File: src/verilog/histogram_params.svh
`ifndef HISTOGRAM_PARAMS_SVH
`define HISTOGRAM_PARAMS_SVH

// timestamp width in bits
`define NP 12

// bin index width, 2^NB bins per pixel
`define NB 4

`define PIXEL_NUM 4 // pixels sharing the histogram
`define DATA_NUM 8  // samples per pixel per acquisition
`define ACQ_NUM 2   // acquisitions per pass

// bin count width, must hold DATA_NUM * ACQ_NUM
`define PEAK_MAX 8

`endif

File: src/verilog/histogramPkg.sv
`include "histogram_params.svh"

package histogramPkg;

    // one timestamp from a pixel
    typedef logic [`NP-1:0] timeT;

    // bin index within one pixel histogram
    typedef logic [`NB-1:0] binT;

    typedef logic [1:0] pixelT; // covers PIXEL_NUM = 4

    // hit count of a single bin
    typedef logic [`PEAK_MAX-1:0] countT;

    // coarse pass uses top bits, fine pass uses the window
    typedef enum logic {
        COARSE = 1'b0,
        FINE   = 1'b1
    } passT;

endpackage

File: src/verilog/sampleBinner.sv
`timescale 1ns/10ps
`include "histogram_params.svh"

module sampleBinner (
    input  logic                clk,
    input  logic                combin_res,
    input  logic                wrEn,
    input  histogramPkg::timeT  data,
    input  logic                busy,
    input  logic                winLoad,
    input  histogramPkg::pixelT winPixel,
    input  histogramPkg::timeT  winLower,
    output logic                binWr,
    output histogramPkg::pixelT binPixel,
    output histogramPkg::binT   binAddr,
    output logic                passStart,
    output logic                passEnd,
    output histogramPkg::passT  pass
);
    import histogramPkg::*;

    localparam int IW = $clog2(`DATA_NUM);
    localparam int AW = $clog2(`ACQ_NUM);
    localparam logic [IW-1:0] IN_LAST = IW'(`DATA_NUM - 1);
    localparam logic [AW-1:0] ACQ_LAST = AW'(`ACQ_NUM - 1);
    localparam pixelT PIX_LAST = pixelT'(`PIXEL_NUM - 1);

    logic [IW-1:0] inCnt; // sample within pixel
    pixelT pixCnt;
    logic [AW-1:0] acqCnt;
    timeT winReg [`PIXEL_NUM]; // fine window lower edge per pixel
    logic waitReport; // pass finished, waiting for the report to start
    logic accept;
    logic firstSmp;
    logic lastSmp;
    logic inWin;
    timeT diff;

    // hold off from the last sample until the report begins
    assign accept = wrEn && !busy && !waitReport;
    assign firstSmp = (inCnt == '0) && (pixCnt == '0) && (acqCnt == '0);
    assign lastSmp = (inCnt == IN_LAST) && (pixCnt == PIX_LAST) && (acqCnt == ACQ_LAST);

    // below the edge wraps to a large value, so one compare is enough
    assign diff = data - winReg[pixCnt];
    assign inWin = (diff[`NP-1:`NB] == '0);

    always_ff @(posedge clk or negedge combin_res) begin
        if (!combin_res) begin
            inCnt <= '0;
            pixCnt <= '0;
            acqCnt <= '0;
            pass <= COARSE;
            waitReport <= 1'b0;
            binWr <= 1'b0;
            passStart <= 1'b0;
            passEnd <= 1'b0;
            for (int i = 0; i < `PIXEL_NUM; i++) begin
                winReg[i] <= '0;
            end
        end else begin
            binWr <= accept && ((pass == COARSE) || inWin); // out of window is consumed
            passStart <= accept && firstSmp;
            passEnd <= accept && lastSmp;

            if (accept) begin
                if (inCnt == IN_LAST) begin
                    inCnt <= '0;
                    if (pixCnt == PIX_LAST) begin
                        pixCnt <= '0;
                        acqCnt <= (acqCnt == ACQ_LAST) ? '0 : acqCnt + 1'b1;
                    end else begin
                        pixCnt <= pixCnt + 1'b1;
                    end
                end else begin
                    inCnt <= inCnt + 1'b1;
                end
            end

            // flip the pass once the tracker has taken the finished one
            if (accept && lastSmp) begin
                waitReport <= 1'b1;
            end else if (waitReport && busy) begin
                waitReport <= 1'b0;
                pass <= (pass == COARSE) ? FINE : COARSE;
            end

            if (winLoad) begin
                winReg[winPixel] <= winLower;
            end
        end
    end

    always_ff @(posedge clk) begin
        binPixel <= pixCnt;
        binAddr <= (pass == COARSE) ? data[`NP-1 -: `NB] : diff[`NB-1:0]; // fine bin is offset
    end

    // samples are blocked across the whole report, including the lead-in cycles
    assert property (@(posedge clk) disable iff (!combin_res) busy |-> !$rose(binWr));

endmodule

File: src/verilog/binMemory.sv
`timescale 1ns/10ps
`include "histogram_params.svh"

module binMemory (
    input  logic                clk,
    input  logic                combin_res,
    input  logic                binWr,
    input  histogramPkg::pixelT binPixel,
    input  histogramPkg::binT   binAddr,
    input  logic                passStart,
    input  logic                passEnd,
    output logic                updValid,
    output histogramPkg::pixelT updPixel,
    output histogramPkg::binT   updBin,
    output histogramPkg::countT updCount,
    output logic                passDone
);
    import histogramPkg::*;

    localparam int DEPTH = `PIXEL_NUM * (1 << `NB);
    localparam int AW = $clog2(DEPTH);
    localparam countT COUNT_MAX = countT'(`DATA_NUM * `ACQ_NUM);

    countT cntRam [DEPTH]; // pixel-major, one histogram after another
    logic [DEPTH-1:0] vld;
    logic [DEPTH-1:0] vldNext;
    logic [AW-1:0] idx;
    countT curCnt;
    countT newCnt;

    assign idx = {binPixel, binAddr};

    // a stale entry reads as zero, also in the cycle that starts a pass
    always_comb begin
        curCnt = (vld[idx] && !passStart) ? cntRam[idx] : '0;
        newCnt = curCnt + 1'b1;
    end

    always_comb begin
        vldNext = passStart ? '0 : vld;
        if (binWr) begin
            vldNext[idx] = 1'b1;
        end
    end

    always_ff @(posedge clk or negedge combin_res) begin
        if (!combin_res) begin
            vld <= '0;
            updValid <= 1'b0;
            passDone <= 1'b0;
        end else begin
            vld <= vldNext;
            updValid <= binWr;
            passDone <= passEnd; // lines up with the last update
        end
    end

    // write and read-back in one cycle, so back-to-back hits chain
    always_ff @(posedge clk) begin
        if (binWr) begin
            cntRam[idx] <= newCnt;
            updPixel <= binPixel;
            updBin <= binAddr;
            updCount <= newCnt;
        end
    end

    // holds only if the binner clears the bins at every pass start
    assert property (@(posedge clk) disable iff (!combin_res)
        updValid |-> (updCount <= COUNT_MAX));

endmodule

File: src/verilog/peakTracker.sv
`timescale 1ns/10ps
`include "histogram_params.svh"

module peakTracker (
    input  logic                clk,
    input  logic                combin_res,
    input  logic                updValid,
    input  histogramPkg::pixelT updPixel,
    input  histogramPkg::binT   updBin,
    input  histogramPkg::countT updCount,
    input  logic                passDone,
    input  histogramPkg::passT  pass,
    output logic                busy,
    output logic                winLoad,
    output histogramPkg::pixelT winPixel,
    output histogramPkg::timeT  winLower,
    output logic                peakValid,
    output histogramPkg::pixelT peakPixel,
    output histogramPkg::timeT  peakTime,
    output histogramPkg::passT  peakPass
);
    import histogramPkg::*;

    localparam timeT HALF = timeT'(1 << (`NB - 1));
    localparam timeT TMAX = '1;
    localparam timeT UPPER = timeT'((1 << `NP) - (1 << `NB)); // highest legal lower edge
    localparam pixelT PIX_LAST = pixelT'(`PIXEL_NUM - 1);

    countT maxCnt [`PIXEL_NUM];
    binT peakBin [`PIXEL_NUM];
    timeT winCopy [`PIXEL_NUM]; // same windows as the binner holds
    pixelT repPix;
    passT repPass; // pass being reported
    timeT centre;

    // window around the coarse peak, clamped at both ends of the range
    always_comb begin
        centre = {peakBin[repPix], {(`NP - `NB){1'b0}}};
        if (centre <= HALF) begin
            winLower = '0;
        end else if (centre >= TMAX - HALF) begin
            winLower = UPPER;
        end else begin
            winLower = centre - HALF;
        end
    end

    assign peakValid = busy;
    assign peakPixel = repPix;
    assign peakPass = repPass;
    assign peakTime = (repPass == COARSE) ? centre : winCopy[repPix] + timeT'(peakBin[repPix]);
    assign winLoad = busy && (repPass == COARSE);
    assign winPixel = repPix;

    always_ff @(posedge clk or negedge combin_res) begin
        if (!combin_res) begin
            busy <= 1'b0;
            repPix <= '0;
            repPass <= COARSE;
            for (int i = 0; i < `PIXEL_NUM; i++) begin
                maxCnt[i] <= '0;
                peakBin[i] <= '0;
                winCopy[i] <= '0;
            end
        end else if (busy) begin
            maxCnt[repPix] <= '0; // ready for the next pass
            peakBin[repPix] <= '0;
            if (winLoad) begin
                winCopy[repPix] <= winLower;
            end
            if (repPix == PIX_LAST) begin
                busy <= 1'b0;
                repPix <= '0;
            end else begin
                repPix <= repPix + 1'b1;
            end
        end else begin
            if (passDone) begin
                busy <= 1'b1;
                repPass <= pass;
            end
            // strictly greater, so the earliest bin keeps a tie
            if (updValid && (updCount > maxCnt[updPixel])) begin
                maxCnt[updPixel] <= updCount;
                peakBin[updPixel] <= updBin;
            end
        end
    end

    // the binner must hold samples back for the whole report
    assert property (@(posedge clk) disable iff (!combin_res) busy |-> !updValid);

endmodule

File: src/verilog/histogramTop.sv
`timescale 1ns/10ps

module histogramTop (
    input  logic                clk,
    input  logic                combin_res,
    input  logic                wrEn,
    input  histogramPkg::timeT  data,
    output logic                busy,
    output logic                peakValid,
    output histogramPkg::pixelT peakPixel,
    output histogramPkg::timeT  peakTime,
    output histogramPkg::passT  peakPass
);
    import histogramPkg::*;

    logic binWr;
    pixelT binPixel;
    binT binAddr;
    logic passStart;
    logic passEnd;
    passT pass;
    logic updValid;
    pixelT updPixel;
    binT updBin;
    countT updCount;
    logic passDone;
    logic winLoad; // window feedback to the binner
    pixelT winPixel;
    timeT winLower;

    sampleBinner u_sampleBinner (
        .clk       (clk),
        .combin_res(combin_res),
        .wrEn      (wrEn),
        .data      (data),
        .busy      (busy),
        .winLoad   (winLoad),
        .winPixel  (winPixel),
        .winLower  (winLower),
        .binWr     (binWr),
        .binPixel  (binPixel),
        .binAddr   (binAddr),
        .passStart (passStart),
        .passEnd   (passEnd),
        .pass      (pass)
    );

    binMemory u_binMemory (
        .clk       (clk),
        .combin_res(combin_res),
        .binWr     (binWr),
        .binPixel  (binPixel),
        .binAddr   (binAddr),
        .passStart (passStart),
        .passEnd   (passEnd),
        .updValid  (updValid),
        .updPixel  (updPixel),
        .updBin    (updBin),
        .updCount  (updCount),
        .passDone  (passDone)
    );

    peakTracker u_peakTracker (
        .clk       (clk),
        .combin_res(combin_res),
        .updValid  (updValid),
        .updPixel  (updPixel),
        .updBin    (updBin),
        .updCount  (updCount),
        .passDone  (passDone),
        .pass      (pass),
        .busy      (busy),
        .winLoad   (winLoad),
        .winPixel  (winPixel),
        .winLower  (winLower),
        .peakValid (peakValid),
        .peakPixel (peakPixel),
        .peakTime  (peakTime),
        .peakPass  (peakPass)
    );

endmodule

File: config.mk
export PLATFORM = sky130hd
export DESIGN_NAME = histogramTop
export DESIGN_NICKNAME = d
export VERILOG_FILES = /design/src/verilog/histogramPkg.sv /design/src/verilog/sampleBinner.sv /design/src/verilog/binMemory.sv /design/src/verilog/peakTracker.sv /design/src/verilog/histogramTop.sv
export VERILOG_INCLUDE_DIRS = /design/src /design/src/verilog
export SDC_FILE = /design/constraint.sdc
export NUM_CORES = 1
export LEC_CHECK = 0
export BUFFER_PORTS_ARGS = -buffer_cell sky130_fd_sc_hd__buf_2
export CAP_MARGIN = 10
export CORE_ASPECT_RATIO = 1.2
export CORE_MARGIN = 2
export CORE_UTILIZATION = 30
export CTS_BUF_LIST = sky130_fd_sc_hd__clkbuf_8
export CTS_CLUSTER_DIAMETER = 100
export DETAILED_ROUTE_END_ITERATION = 10
export PLACE_DENSITY = 0.53
export SLEW_MARGIN = 30
export SYNTH_ARGS = -nofsm -noshare
export SYNTH_HDL_FRONTEND = slang
export SYNTH_SLANG_ARGS = --single-unit
export TNS_END_PERCENT = 100
File: constraint.sdc
create_clock -name clk -period 6.8 [get_ports clk]
set_input_delay 0.68 -clock clk [delete_from_list [all_inputs] [get_ports clk]]
set_output_delay 0.68 -clock clk [all_outputs]
set_load 0.01 [all_outputs]
==> summary.txt <==
Yosys
  – Post-synth top area share: 0.551
  – Synth Cell Area: roughly 29,000 sq um
  – Sequential share of the synthesized area: 0.685
  – Top_reg_cell synth: edfxtp_1
  – Number of synthesized register bits: 681
  – Cell with the most instances after synthesis: edfxtp_1
  – FFs w/ async S/R, synth: 0.219
  – Synthesized instance count: 1,908
  – Synthesized Nets: approximately 2,000
  – Post-synthesis cell type count: between 70 and 80
  – YS warnings: 0
  – Synth area leader: edfxtp_1
  – Number of synthesized flops with an enable pin: between 500 and 600
  – Synth top area cells: edfxtp_1, dfrtp_1, mux4_2, o22ai_1, mux2i_1
  – Post-synth top cells: edfxtp_1, o22ai_1, dfrtp_1
  – Syn Area/Cell: 15.0 sq um

Clock network
  – CTS tree: yes
  – CTS hold repair buffers: 1
  – Post_cts resized: 0
  – Clock Latency Late Sink: around 0.75 ns
  – CTS Buf Count: approximately 110
  – Setup bufs post-CTS: 0
  – Clk buf depth: 3
  – CTS clock-pin slew for the worst setup and hold paths: approximately 0.070 ns
  – Sink Count: ~680
  – H-tree Lvls: 3
  – Root Buffer: clkbuf_8

Flow run
  – Max-Cap Viols: 0

Global routing
  – Vias in the first global route: roughly 18,000
  – Grt ovf: 0
  – First-pass GRT wire length: roughly 120,000 um
  – GRT Util Overall: 0.163
  – Initial antenna violation count: 2
  – Largest net degree at the start of global routing: between 70 and 80

Pwr
  – PwrDens: between 400 and 500 nW/um^2
  – Switching pwr: 0.00558 W
  – Max VDD drop: 0.363 mV
  – Relative contribution of sequential cells to total power: 0.459
  – Int Power: between 0.009 and 0.01 W
  – Comb pwr share: 0.323
  – Clock share of power: 0.218
  – Switching share of power: 0.372
  – P_leak: approximately 11 nW

Timing
  – Worst-Margin Slew: 1.02 ns
  – Skew final: about 0.055 ns
  – Worst Hold Slack: roughly 0.21 ns
  – Setup TNS Final: 0 ns
  – Period utilization: 0.773
  – Finish-stage setup viols: 0
  – RSZ-0062 raised after global routing: no
  – Max frequency: 190 MHz
  – Worst slew margin: 0.315
  – Final-report hold violation count: 0
  – Max Slew Vio Count: 0
  – Final Critical Period: approximately 5.3 ns

Placement
  – DP HPWL: around 50,000 um
  – Port Buffers: 31
  – Placed Cells incl. Taps: between 3,000 and 4,000
  – Placement Cell Area: between 30,000 and 40,000 sq um
  – Final Wtd Congestion: approximately 0.86

Setup path
  – Setup CP Type: flop to flop
  – Crit path capture type: flop
  – CP Launch Type: flop
  – WP data arrival: 5.70 ns
  – CP Max Fanout: between 50 and 60
  – Worst EP required: slightly above 7 ns

Floorplanning
  – Die Footprint: between 90,000 and 100,000 sq um
  – Initial Util: 0.302
  – Die Y: 343 um
  – Rows: 124
  – Chip width: 286 um
  – Core area: roughly 95,000 sq um
  – Num ports: 32

Drt
  – DRC violations left: 0
  – Drt wl/cell: 24.2 um
  – Vias per std cell: roughly 5.2
  – Via count of the routed design: around 17,000
  – Total wire length: 80,500 um
  – DR iter-0 viols: approximately 1,800
  – First-pass DRT Iterations: 6
  – Antenna viol nets, final: 0

Layout
  – Design Area, Final: 32,200 sq um
  – Final Non-Filler Cells: 3,319
  – Area added between synthesis and finish: 12.2%
  – Layout cells sized above 1: 0.187
  – Final net count: 2,014

Outcome
  – Outcome: finished clean

Worst hold path
  – HP Class: input port to flop
cell usage in the layout (no fill, tap or decap), drive strengths merged, types with 7 or more instances in the layout:
cell and count:
a22oi 11, clkbuf 114, mux4 68, nand2b 9, o221ai 33, dfrtp 149
o22a 10, nor2b 17, a221oi 21, o22ai 163, edfxtp 526, mux2 42
ha 29, a21oi 27, buf 81, a211oi 7, or2 7, inv 142
mux2i 98, nand2 118, nor3 14, clkinv 35, nor4 11, xnor2 10
nand3 18, nor2 102, and2 10, o21ai 84
logic make-up (layout without fill, tap and decap cells):
kind of cell	Yosys count	count (layout)	share of synthesized area
flip-flops	681	681	0.685
AO/OA/AOI/OAI	399	399	0.0919
AND/OR/NAND/NOR	347	347	0.0590
buffers and inverters	228	377	0.0414
multiplexers	208	208	0.105
adder cells (fa/ha/maj)	29	29	0.0127
XOR/XNOR	16	16	0.00489
other	0	2	0
cell type report:
cell class	count	area (sq um)
diodes	2	5.00
clock buffers	114	1570
clock inverters	82	430
fillers	9192	62800
inverters	99	372
multi-input cells	999	7980
flip-flops and latches	681	19700
well taps	1260	1580
repair buffers	82	563
registers in the layout (all words and copies together) (netlist names), 3 cells and up:
signal,count
u_binMemory.cntRam,512
u_binMemory.updBin,4
u_binMemory.updCount,8
u_binMemory.vld,64
u_peakTracker.maxCnt,32
u_peakTracker.peakBin,16
u_peakTracker.winCopy,16
u_sampleBinner.binAddr,4
u_sampleBinner.inCnt,3
u_sampleBinner.winReg,4
per-layer routing:
layer  global-route usage  up-vias  share of wire
met5                    0        -              0
met4               0.0797        0          0.043
met1                0.199     8821           0.39
met3               0.0278      184          0.063
met2                0.279      722           0.50
li1                     -     7511              -
metrics by stage:
stage                     worst slack [ns]  total power [W]   util
after floorplan                       1.05          0.00985      -
after global placement                1.74           0.0116  0.317
after detailed placement              1.67           0.0118  0.317
after CTS                             1.61           0.0151  0.338
after global routing                  1.34           0.0157  0.339
final                                 1.54           0.0150  0.339
critical path, stage by stage, from the launching register on:
cell and delay (ns):
dfxtp_4 0.91, buf_4 0.44, or2_2 0.53, o221ai_1 0.21, o211ai_1 0.49, o221ai_1 0.24
or4b_4 0.59, nor3_1 0.44, xor2_4 0.42, buf_4 0.53
worst paths after layout:
path	startpoint	to	slack (ns)	cells after the start
worst min register to register	u_sampleBinner.passEnd	u_binMemory.passDone	0.34	0
worst min-delay path	data[11]	u_sampleBinner.binAddr[3]	0.21	3
worst max-delay path	u_sampleBinner.binAddr[1]	u_binMemory.cntRam[36][6]	1.54	9
worst max register to register	u_sampleBinner.binAddr[1]	u_binMemory.cntRam[36][6]	1.54	9
max in group asynchronous	combin_res	u_peakTracker.busy	5.06	3
min in group asynchronous	combin_res	u_peakTracker.maxCnt[25]	0.54	2
power groups by stage:
| stage | sequential (W) | clock [W] | combinational [W] |
|---|---|---|---|
| detailed placement | 0.00697 | 0 | 0.00485 |
| global placement | 0.00694 | 0 | 0.00470 |
| global route | 0.00697 | 0.00353 | 0.00523 |
| finish | 0.00689 | 0.00327 | 0.00485 |
| CTS | 0.00689 | 0.00335 | 0.00486 |
| floorplan | 0.00669 | 0 | 0.00316 |
No activity file was read; power rests on OpenSTA's default activity.
